### src/gpu_pkg.sv
package gpu_pkg;

    // one data word on the data bus and in the register file
    typedef logic [31:0] word_t;

    // register index, four bits wide
    typedef logic [3:0] reg_addr_t;

    // r0 reads as zero
    localparam int NUM_REGS = 16;

    // 4-bit opcode, codes 12 to 14 are unused and run as nop
    typedef enum logic [3:0] {
        NOP  = 4'd0,
        ADD  = 4'd1,
        SUB  = 4'd2,
        AND  = 4'd3,
        OR   = 4'd4,
        XOR  = 4'd5,
        SLT  = 4'd6,
        ADDI = 4'd7,
        WID  = 4'd8,
        LW   = 4'd9,
        SW   = 4'd10,
        BNZ  = 4'd11,
        HALT = 4'd15
    } opcode_e;

    // fixed 32-bit instruction format
    typedef struct packed {
        opcode_e     opcode;
        reg_addr_t   rd;
        reg_addr_t   rs1;
        reg_addr_t   rs2;
        logic [15:0] imm;
    } instr_t;

    // per-warp state
    typedef enum logic [2:0] {
        WARP_IDLE  = 3'd0,
        WARP_READY = 3'd1,
        WARP_DONE  = 3'd2
    } warp_state_e;

endpackage

### src/instr_fetcher.sv
`timescale 1ns/1ps

module instr_fetcher #(
    parameter int ADDR_WIDTH = 16
) (
    input  logic                  clk,
    input  logic                  reset,
    input  logic                  fetch_start,
    input  logic [ADDR_WIDTH-1:0] fetch_pc,
    input  gpu_pkg::word_t        ibus_rdata,
    input  logic                  ibus_ack,
    output logic                  ibus_cyc,
    output logic                  ibus_stb,
    output logic [ADDR_WIDTH-1:0] ibus_adr,
    output logic                  fetch_done,
    output gpu_pkg::instr_t       instr
);

    // one read cycle per fetch_start
    always_ff @(posedge clk) begin
        if (reset) begin
            ibus_cyc   <= 1'b0;
            ibus_stb   <= 1'b0;
            fetch_done <= 1'b0;
        end else begin
            fetch_done <= 1'b0;
            if (ibus_cyc && ibus_ack) begin
                // ack seen, release the bus
                ibus_cyc   <= 1'b0;
                ibus_stb   <= 1'b0;
                fetch_done <= 1'b1;
            end else if (fetch_start) begin
                ibus_cyc <= 1'b1;
                ibus_stb <= 1'b1;
            end
        end
    end

    // address held for the whole cycle, word held until the next fetch
    always_ff @(posedge clk) begin
        if (fetch_start && !ibus_cyc) begin
            ibus_adr <= fetch_pc;
        end
        if (ibus_cyc && ibus_ack) begin
            instr <= gpu_pkg::instr_t'(ibus_rdata);
        end
    end

endmodule

### config.mk
export PLATFORM = sky130hd
export DESIGN_NAME = instr_fetcher
export DESIGN_NICKNAME = d
export VERILOG_FILES = /design/src/gpu_pkg.sv /design/src/instr_fetcher.sv
export SDC_FILE = /design/constraint.sdc
export NUM_CORES = 1
export LEC_CHECK = 0
export ABC_AREA = 1
export BUFFER_PORTS_ARGS = -buffer_cell sky130_fd_sc_hd__buf_2
export CORE_MARGIN = 3
export CORE_UTILIZATION = 35
export CTS_CLUSTER_DIAMETER = 150
export DETAILED_ROUTE_END_ITERATION = 12
export PLACE_DENSITY_LB_ADDON = 0.3
export SYNTH_ARGS = -nofsm -noshare
export SYNTH_HDL_FRONTEND = slang
export SYNTH_SLANG_ARGS = --single-unit
### constraint.sdc
create_clock -name clk -period 1.8 [get_ports clk]
set_input_delay 0.36 -clock clk [delete_from_list [all_inputs] [get_ports clk]]
set_output_delay 0.36 -clock clk [all_outputs]
set_load 0.01 [all_outputs]
======== Word-level counts from Yosys, hierarchy flattened ========
Index checks and enable logic that the tools add are counted.
operators by class
  multiplexer cells ....................... 1
  reduce and logical (&&, ||, !) cells .... 4
operators with widths
  cell                count
  logical AND 1 bit   2
  OR reduction 2 bit  1
  logical NOT 1 bit   1
  2-to-1 mux 1 bit    1
storage, ports and cells
  register bits ........................... 50
  output and inout bits ................... 51
  word-level logic and storage cells ...... 13

======== Depth between registers and ports, before layout ========
Gate-level depths: netlist (run 1).
  word-level depth ........................ 2
  depth in mapped cells ................... 3
  depth with buffers taken out ............ 3

======== Worst setup path after synthesis (run 1) ========
OpenSTA, ideal clock, no wires.
  path kind ............................... reg-to-reg
  start point ............................. reg, netlist name ibus_stb
  end point ............................... reg instr[0] (netlist name) (enable)
  arrival ................................. 1.148 ns
  required time ........................... 1.413 ns
  setup slack ............................. 0.266 ns
  stages on the path, launching flop included .. 3
  period minus slack after synthesis ...... 1.534 ns
  cells stage by stage .................... dfxtp_1 nand2_2 inv_1
RTL lines
  element                 RTL line             source
  end signal: assignment  instr_fetcher.sv:45  instr <= gpu_pkg::instr_t'(ibus_rdata);
  end: declaration        instr_fetcher.sv:16  output gpu_pkg::instr_t instr

==> metrics.csv, run 1 <==
stage;metric;value;unit
sta;post-layout minimum cycle time;1.21;ns
final_layout;post-layout util;53.7;%
sta;final worst path period share;67.3;%
die;row count;23;
drt;WL per Instance;13.6;um
clocking;clock tree from TritonCTS;yes;
setup_path;critical path buffer and inverter count;2;
drt;aggregate routed wire length;2990;um
synthesis;part of the Yosys area used for sequential elements;97.0;%
synthesis;Mean Syn Cell Area;25.5;um2
die;overall die area;5190;um2
global_route;remaining global-route overflow;0;
global_route;largest net degree at the start of global routing;33;
setup_path;Worst Path Required;1.75;ns
global_route;first-pass GRT wire length;4620;um
synthesis;count of warnings emitted by yosys;0;
placed_design;dpl cells;213;
synthesis;XOR/XNOR share of the synthesized area;0;%
drt;TritonRoute pass-1 iters;3;
final_layout;share of layout cells above drive strength 1;65.9;%
die;effective utilization at floorplan;37.1;%
sta;WHS;0.236;ns
drt;via count;909;
final_layout;final antenna diode count;0;
final_layout;area added between synthesis and finish;44.7;%
sta;number of setup violations in the final report;0;
final_layout;area taken by multi-input logic gates;27.5;um2
clocking;number of buffers inserted by post-CTS setup repair;0;
drt;count of antenna-violating nets left after detailed routing;0;
placed_design;GPL Wtd Cong;0.660;
synthesis;post-synth top area cell;edfxtp_1;
die;Ports;103;
setup_path;CP max stage cell;dfxtp_1;
sta;clock tree skew after final layout;0.00883;ns
synthesis;instance count of the mapped netlist;60;
die;area of the core region;4120;um2
final_layout;footprint of the flip-flops and latches;1480;um2
placed_design;Post-DP HPWL;2420;um
final_layout;count of non-filler cells in the finished layout;220;
drt;via/cell ratio;4.13;
clocking;root cell of the clock tree;clkbuf_8;
sta;Peak Freq;826;MHz
outcome;status;finished clean;
power;Total Power;2.23;mW
setup_path;Critical Path Start Type;flip-flop;
clocking;total CTS buffers;5;
synthesis;combinational family with the most area after synthesis;simple AND/OR/NAND/NOR gates;
setup_path;data arrival time of the critical path;1.16;ns
setup_path;Cell Chain, Critical Path;nand2_2, inv_1, buf_4;
clocking;Sink Count;50;
synthesis;Post-Syn Nets;112;
global_route;initial antenna violation count;0;
clocking;# hold bufs at CTS;0;
synthesis;top cell type's share of synthesized area;94.3;%
synthesis;register bit count reported by yosys;50;
clocking;number of buffers on the longest clock path;2;
synthesis;compound-cell area share of the yosys netlist;0;%
synthesis;mux cell area share after synthesis;0;%
setup_path;R2R setup slack;0.59;ns
min_path;HP Class;in2reg;
setup_path;family of cells with the greatest summed delay on the critical path;flip-flops;
setup_path;type of the worst setup path;reg2reg;
synthesis;post-synthesis cell area;1530;um2
final_layout;Net count, final;222;
synthesis;simple-gate area share of the yosys netlist;1.80;%
setup_path;worst-path maximum fanout;32;
sta;final max-slew violation count;0;
power;largest voltage drop on the vdd net;0.000728;V
die;width of the chip;72.1;um
global_route;number of global-route vias before repair;974;
die;Chip Height;72.1;um
clocking;H-Tree Depth;2;
sta;total negative slack for setup checks;0;ns
placed_design;number of buffers inserted by port buffering;102;
clocking;post-cts resize count;0;
synthesis;number of library cell types mapped by synthesis;8;
power;standby leakage power;0.964;nW
drt;Detailed Route Iter0 Violations;68;
setup_path;delay of the slowest cell on the worst path;0.40;ns
sta;actual slew at the worst max-slew pin;0.377;ns
setup_path;endpoint class of the critical path;flip-flop;
sta;final hold violation count;0;
power;total power divided by cell area;1010;nW/um2
final_layout;fill count;369;
synthesis;Synth area leaders;edfxtp_1 (94%), dfxtp_1 (2.6%), inv_1 (0.74%);
clocking;clock insertion delay at the later pin of the skew report;0.29;ns
global_route;Total Routing Usage GR;12.3;%
synthesis;Adder-Cell Fraction of Synth Area;0;%
run;max-capacitance violation count;0;
sta;setup repair after global routing missed its margin;no;
clocking;clock-pin slew on the worst setup and hold paths;0.08;ns
drt;Residual DRC;0;
sta;Max-Slew Margin vs Limit;74.8;%
worst paths after layout:
| kind | from | endpoint | cells past startpoint |
|---|---|---|---|
| worst max-delay path | ibus_stb | instr[9] | 3 |
| worst min-delay path | fetch_pc[15] | ibus_adr[15] | 1 |
| worst max register to register | ibus_stb | instr[9] | 3 |
| worst min register to register | ibus_stb | fetch_done | 2 |
cells in the mapped netlist (all sizes together):
cell	instances
inv	3
nor2	4
buf	1
edfxtp	48
dfxtp	2
nand2	2
layout by cell type (no fill, tap or decap):
| cell type | n |
|---|---|
| nor2_2 | 1 |
| nand2_1 | 1 |
| clkbuf_8 | 5 |
| inv_1 | 3 |
| buf_2 | 102 |
| clkinv_1 | 1 |
| nor2_1 | 3 |
| edfxtp_1 | 48 |
| bufinv_16 | 1 |
| dfxtp_1 | 2 |
| nand2_2 | 1 |
| buf_4 | 2 |
report_power, final:
group / internal (mW) / switching, mW / leakage, nW / total (mW)
Sequential: 1.34 / 0.0123 / 0.464 / 1.35
Clock: 0.401 / 0.317 / 0.0517 / 0.718
Combinational: 0.0765 / 0.0863 / 0.448 / 0.163
Total: 1.81 / 0.416 / 0.964 / 2.23
final cells by class:
cell class                 instances  share of cell area, %
sequential                        50                   67.0
tap                               50                   2.83
multi-input combinational          6                   1.25
clock buffer                       5                   3.11
timing repair buffer             104                   23.8
clock inverter                     2                   1.53
inverter                           3                  0.509
flip-flops by register name, indices dropped and copies added, names as in the netlist:
name,cells
fetch_done,1
ibus_stb,1
instr,32
ibus_adr,16
kinds of logic (layout without fill, tap and decap cells):
kind of cell           count (synthesis)  in the layout
AND/OR/NAND/NOR                        6              6
flip-flops                            50             50
buffers and inverters                  4            114
metal layers:
metal  vias to the layer above  part of all wire [%]  global-route usage (%)
li1                        444                     -                       -
met1                       385                    35                    13.5
met2                        76                    46                    18.9
met3                         4                    17                    7.48
met4                         0                   1.6                    5.64
met5                         -                     0                       0
metrics by stage:
stage	setup slack [ns]	cell area [um2]
2_1_floorplan	0.266	1530
3_3_place_gp	0.558	2110
3_5_place_dp	0.522	2110
4_1_cts	0.564	2210
5_1_grt	0.481	2210
6_report	0.589	2210
worst reg2reg max path, delay by kind of cell, from the launching register on:
family,cells,cell delay (ns)
buffers and inverters,2,0.39
flip-flops,1,0.40
AND/OR/NAND/NOR,1,0.08
Note: power is estimated with default switching activity, not from simulation.
==> run 2: changes to the inputs <==
- clock period: 1.8 -> 1.2 ns (I/O delays scaled with it)
==> run 2 against run 1 <==
Against the previous run:
- first-iteration DRC count is 5.9% higher
- die area did not move
- critical endpoint is now instr[30]
- register-to-register slack worse by 0.41 ns
- critical path type is now reg2out
==> metrics.csv, run 2 (synthesis gave the netlist of run 1 again) <==
stage;metric;value;unit
outcome;status;finished clean;
clocking;H-Tree Depth;2;
setup_path;Cell Chain, Critical Path;buf_2;
setup_path;family of cells with the greatest summed delay on the critical path;flip-flops;
power;standby leakage power;0.976;nW
min_path;Worst Hold Depth;1;
clocking;clock tree from TritonCTS;yes;
drt;Detailed Route Iter0 Violations;72;
final_layout;fill count;358;
final_layout;count of non-filler cells in the finished layout;221;
clocking;number of buffers inserted by post-CTS setup repair;0;
die;area of the core region;4120;um2
global_route;remaining global-route overflow;0;
sta;total negative slack for setup checks;0;ns
drt;count of antenna-violating nets left after detailed routing;0;
setup_path;type of the worst setup path;reg2out;
global_route;largest net degree at the start of global routing;33;
setup_path;worst-path maximum fanout;1;
global_route;number of global-route vias before repair;967;
global_route;first-pass GRT wire length;4530;um
clocking;# hold bufs at CTS;0;
drt;via/cell ratio;4.20;
placed_design;GPL Wtd Cong;0.698;
clocking;root cell of the clock tree;clkbuf_8;
placed_design;number of buffers inserted by port buffering;102;
placed_design;Post-DP HPWL;2350;um
placed_design;dpl cells;213;
final_layout;most frequent cells in the layout;buf_2 (102), edfxtp_1 (48), clkbuf_8 (5);
setup_path;data arrival time of the critical path;0.85;ns
setup_path;CP max stage cell;edfxtp_1;
global_route;Total Routing Usage GR;11.8;%
clocking;clock insertion delay at the later pin of the skew report;0.29;ns
setup_path;r2r endpoint;instr[1];
die;width of the chip;72.1;um
power;total power divided by cell area;1510;nW/um2
sta;clock tree skew after final layout;0.00835;ns
min_path;Worst Hold Path EP;instr[10];
sta;final max-slew violation count;0;
final_layout;Net count, final;222;
setup_path;endpoint class of the critical path;output pin;
setup_path;critical path buffer and inverter count;1;
final_layout;most common library cell in the layout ignoring fill and taps;buf_2;
setup_path;Critical Path Start Type;flip-flop;
die;overall die area;5190;um2
die;row count;23;
power;largest voltage drop on the vdd net;0.000772;V
sta;setup repair after global routing missed its margin;no;
clocking;Sink Count;50;
sta;Max-Slew Margin vs Limit;89.0;%
drt;aggregate routed wire length;2960;um
clocking;total CTS buffers;5;
drt;Residual DRC;0;
min_path;beginning of the worst hold path;ibus_rdata[10];
die;Ports;103;
final_layout;share of layout cells above drive strength 1;68.4;%
drt;TritonRoute pass-1 iters;2;
drt;WL per Instance;13.4;um
clocking;post-cts resize count;0;
final_layout;area added between synthesis and finish;48.0;%
sta;post-layout minimum cycle time;1.09;ns
setup_path;R2R setup slack;0.18;ns
final_layout;flip-flop count of the largest register, all copies and words added;32;
die;Chip Height;72.1;um
sta;final hold violation count;0;
clocking;clock-pin slew on the worst setup and hold paths;0.09;ns
clocking;number of buffers on the longest clock path;2;
setup_path;delay of the slowest cell on the worst path;0.40;ns
sta;Peak Freq;921;MHz
final_layout;final antenna diode count;0;
sta;final worst path period share;90.5;%
drt;via count;929;
setup_path;worst reg2reg path depth;3;
final_layout;largest registers;instr (32), ibus_adr (16);
sta;actual slew at the worst max-slew pin;0.165;ns
final_layout;post-layout util;54.9;%
final_layout;Top reg by flops;instr;
power;Total Power;3.42;mW
sta;number of setup violations in the final report;0;
min_path;HP Class;in2reg;
die;effective utilization at floorplan;37.1;%
setup_path;Worst Path Required;0.96;ns
setup_path;startpoint of the worst-slack reg-to-reg timing path;ibus_stb;
run;max-capacitance violation count;0;
global_route;initial antenna violation count;0;
==> run 2: metrics by stage <==
stage          instance area [um2]  setup slack [ns]  hold WS, ns
2_1_floorplan                 1540           -0.0510        0.312
3_3_place_gp                  2150             0.211        0.410
3_5_place_dp                  2150             0.182        0.418
4_1_cts                       2260            0.0785       0.0979
5_1_grt                       2260            0.0679       0.0912
6_report                      2260             0.115        0.114
==> run 2: power by group <==
part	internal [mW]	switching (mW)
clock network	0.624	0.515
registers	2.00	0.0220
logic	0.128	0.132
total	2.76	0.668
==> run 2: routing by layer <==
layer | global-route usage [%] | part of all wire (%) | up-vias
li1 | - | - | 443
met1 | 14.4 | 38 | 403
met2 | 17.2 | 43 | 79
met3 | 7.06 | 18 | 4
met4 | 4.38 | 0.98 | 0
met5 | 0 | 0 | -
==> run 2: worst max-delay path by stage <==
stage	endpoint	slack, ns	cells past startpoint	start
after detailed placement	instr[29]	0.18	3	ibus_stb
after CTS	instr[30]	0.08	1	instr[30]
after global routing	instr[30]	0.07	1	instr[30]
after global placement	instr[18]	0.21	3	ibus_stb
after floorplan	instr[0]	-0.05	2	ibus_stb
final	instr[30]	0.11	1	instr[30]
==> run 2: final cells by class <==
type                            count  area (um2)  area share [%]
Clock inverter                      3        43.8            1.94
Tap cell                           50        62.6            2.77
Clock buffer                        5        68.8            3.04
Timing Repair Buffer              104         551            24.3
Multi-Input combinational cell      6        35.0            1.55
Inverter                            3        15.0           0.664
Sequential cell                    50        1490            65.7
==> run 3: changes to the inputs <==
- ABC_AREA: 1 -> not set
==> run 3 against run 2 <==
Against the previous run:
- critical endpoint is now ibus_adr[5]
- global-route usage decreased by 0.15 points
- count of clock-buffer cells in the layout unchanged
- clock power decreased by 24%
- sequential cell count unchanged
- final cell count decreased by 2.7%
- sequential share of layout area increased by 1.7 points
- synthesized cell count decreased by 6.7%
- hold slack improved by 0.0097 ns
- clock skew decreased by 0.0044 ns
==> metrics.csv, run 3 <==
stage;metric;value;unit
sta;final max-slew violation count;0;
die;area of the core region;4120;um2
final_layout;Net count, final;217;
clocking;# hold bufs at CTS;0;
final_layout;final antenna diode count;0;
die;overall die area;5210;um2
global_route;first-pass GRT wire length;4460;um
sta;number of setup violations in the final report;0;
clocking;number of buffers inserted by post-CTS setup repair;0;
setup_path;critical path buffer and inverter count;0;
synthesis;register bit count reported by yosys;50;
synthesis;post-synth top area cell;edfxtp_1;
clocking;post-cts resize count;0;
setup_path;CP max stage cell;and2b_2;
placed_design;Cell Area, Placed;2120;um2
global_route;number of global-route vias before repair;936;
drt;WL per Instance;14.3;um
setup_path;startpoint of the worst-slack reg-to-reg timing path;ibus_stb;
synthesis;most common flop cell mapped by yosys;edfxtp_1;
drt;count of antenna-violating nets left after detailed routing;0;
final_layout;flip-flop count of the largest register, all copies and words added;32;
power;total power divided by cell area;1430;nW/um2
synthesis;number of flops mapped to enable cells by yosys;48;
sta;Peak Freq;887;MHz
drt;aggregate routed wire length;3080;um
min_path;Worst Hold Depth;1;
synthesis;combinational family with the most area after synthesis;simple AND/OR/NAND/NOR gates;
placed_design;number of buffers inserted by port buffering;102;
die;Ports;103;
die;width of the chip;72.2;um
synthesis;compound-cell area share of the yosys netlist;0;%
min_path;HP Class;in2reg;
clocking;number of buffers on the longest clock path;2;
clocking;total CTS buffers;5;
sta;final hold violation count;0;
synthesis;number of library cell types mapped by synthesis;8;
setup_path;Cell Chain, Critical Path;and2b_2;
global_route;initial antenna violation count;0;
synthesis;Synth area leaders;edfxtp_1 (94%), dfxtp_1 (2.6%), nor2b_4 (0.90%);
min_path;beginning of the worst hold path;fetch_pc[9];
placed_design;dpl cells;208;
setup_path;family of cells with the greatest summed delay on the critical path;simple AND/OR/NAND/NOR gates;
final_layout;most frequent cells in the layout;buf_2 (102), edfxtp_1 (48), clkbuf_8 (5);
power;Total Power;3.14;mW
synthesis;mux cell area share after synthesis;0;%
clocking;clock tree from TritonCTS;yes;
drt;Residual DRC;0;
drt;TritonRoute pass-1 iters;4;
setup_path;r2r endpoint;ibus_adr[5];
die;row count;23;
placed_design;Post-DP HPWL;2380;um
sta;clock tree skew after final layout;0.00391;ns
final_layout;most common library cell in the layout ignoring fill and taps;buf_2;
sta;Max-Slew Margin vs Limit;76.1;%
synthesis;Post-Syn Nets;108;
power;largest voltage drop on the vdd net;0.000677;V
drt;via/cell ratio;4.27;
sta;post-layout minimum cycle time;1.13;ns
run;max-capacitance violation count;0;
synthesis;XOR/XNOR share of the synthesized area;0;%
outcome;status;finished clean;
final_layout;post-layout instance area;2200;um2
sta;final worst path period share;94.0;%
synthesis;post-synthesis cell area;1530;um2
final_layout;count of non-filler cells in the finished layout;215;
die;Chip Height;72.2;um
setup_path;endpoint class of the critical path;flip-flop;
final_layout;area added between synthesis and finish;43.3;%
synthesis;part of the Yosys area used for sequential elements;96.6;%
sta;actual slew at the worst max-slew pin;0.359;ns
setup_path;data arrival time of the critical path;1.08;ns
global_route;Total Routing Usage GR;11.7;%
synthesis;most frequent cells after synthesis;edfxtp_1 (48), dfxtp_1 (2);
clocking;H-Tree Depth;2;
final_layout;fill count;354;
synthesis;Adder-Cell Fraction of Synth Area;0;%
setup_path;delay of the slowest cell on the worst path;0.45;ns
clocking;root cell of the clock tree;clkbuf_8;
final_layout;Top reg by flops;instr;
drt;Detailed Route Iter0 Violations;71;
min_path;Worst Hold Path EP;ibus_adr[9];
global_route;largest net degree at the start of global routing;35;
power;standby leakage power;0.938;nW
clocking;clock-pin slew on the worst setup and hold paths;0.08;ns
setup_path;worst reg2reg path depth;1;
sta;total negative slack for setup checks;0;ns
setup_path;worst-path maximum fanout;16;
final_layout;largest registers;instr (32), ibus_adr (16);
sta;setup repair after global routing missed its margin;no;
synthesis;share of flip-flops with an asynchronous set or reset after synthesis;0;%
clocking;Sink Count;50;
setup_path;Worst Path Required;1.16;ns
synthesis;count of warnings emitted by yosys;0;
setup_path;Critical Path Start Type;flip-flop;
placed_design;GPL Wtd Cong;0.659;
global_route;remaining global-route overflow;0;
drt;via count;919;
synthesis;instance count of the mapped netlist;56;
synthesis;simple-gate area share of the yosys netlist;2.94;%
synthesis;most common cell in the synthesized netlist;edfxtp_1;
synthesis;top cell type's share of synthesized area;94.0;%
setup_path;type of the worst setup path;reg2reg;
clocking;clock insertion delay at the later pin of the skew report;0.29;ns
setup_path;R2R setup slack;0.07;ns
die;effective utilization at floorplan;37.3;%
final_layout;share of layout cells above drive strength 1;69.1;%
synthesis;Mean Syn Cell Area;27.4;um2
final_layout;post-layout util;53.4;%
==> run 3: cell types whose count changed after synthesis <==
| cell | change |
|---|---|
| nor2_2 | -1 |
| nand2_2 | -1 |
| nand2_1 | -1 |
| nor2b_4 | +1 |
| nor2_1 | -2 |
| and2_4 | +1 |
| and2b_2 | +1 |
| nor3_2 | +1 |
| inv_1 | -3 |
==> run 3: area by class of cell <==
class / count / area (um2) / area share [%]
flip-flops and latches: 50 / 1480 / 67.4
repair buffers: 103 / 531 / 24.1
clock buffers: 5 / 68.8 / 3.13
well taps: 50 / 62.6 / 2.85
multi-input cells: 5 / 45.0 / 2.05
clock inverters: 2 / 10.0 / 0.455
==> run 3: cell families (layout without fill, tap and decap cells) <==
family                 count (synthesis)  after routing
flip-flops                            50             50
AND/OR/NAND/NOR                        5              5
buffers and inverters                  1            110
==> run 3: where the power goes <==
group | internal [mW] | leakage (nW) | switching, mW
logic | 0.121 | 0.430 | 0.131
registers | 2.00 | 0.464 | 0.0181
clock network | 0.391 | 0.0438 | 0.480
total | 2.52 | 0.938 | 0.628
==> run 3: through the flow <==
step	worst slack, ns	hold slack, ns
floorplan	0.0698	0.304
global placement	0.124	0.418
detailed placement	0.0839	0.418
CTS	0.0681	0.113
global route	0.00708	0.101
finish	0.0721	0.124
==> run 3: worst max-delay path by stage <==
stage               startpoint           to  slack [ns]  cells after the start
finish                ibus_stb  ibus_adr[5]        0.07                      1
global route          ibus_stb  ibus_adr[1]       0.007                      1
CTS                   ibus_stb  ibus_adr[5]        0.07                      1
detailed placement    ibus_stb  ibus_adr[1]        0.08                      1
global placement      ibus_stb  ibus_adr[1]        0.12                      1
floorplan             ibus_stb     instr[0]        0.07                      1
==> run 3: metal layers <==
metal	wire length (um)	GRT usage [%]	share of wire [%]
met5	0	0	0
met1	1130	12.9	37
met4	66	5.64	2.1
met2	1580	19.8	51
met3	307	4.16	10
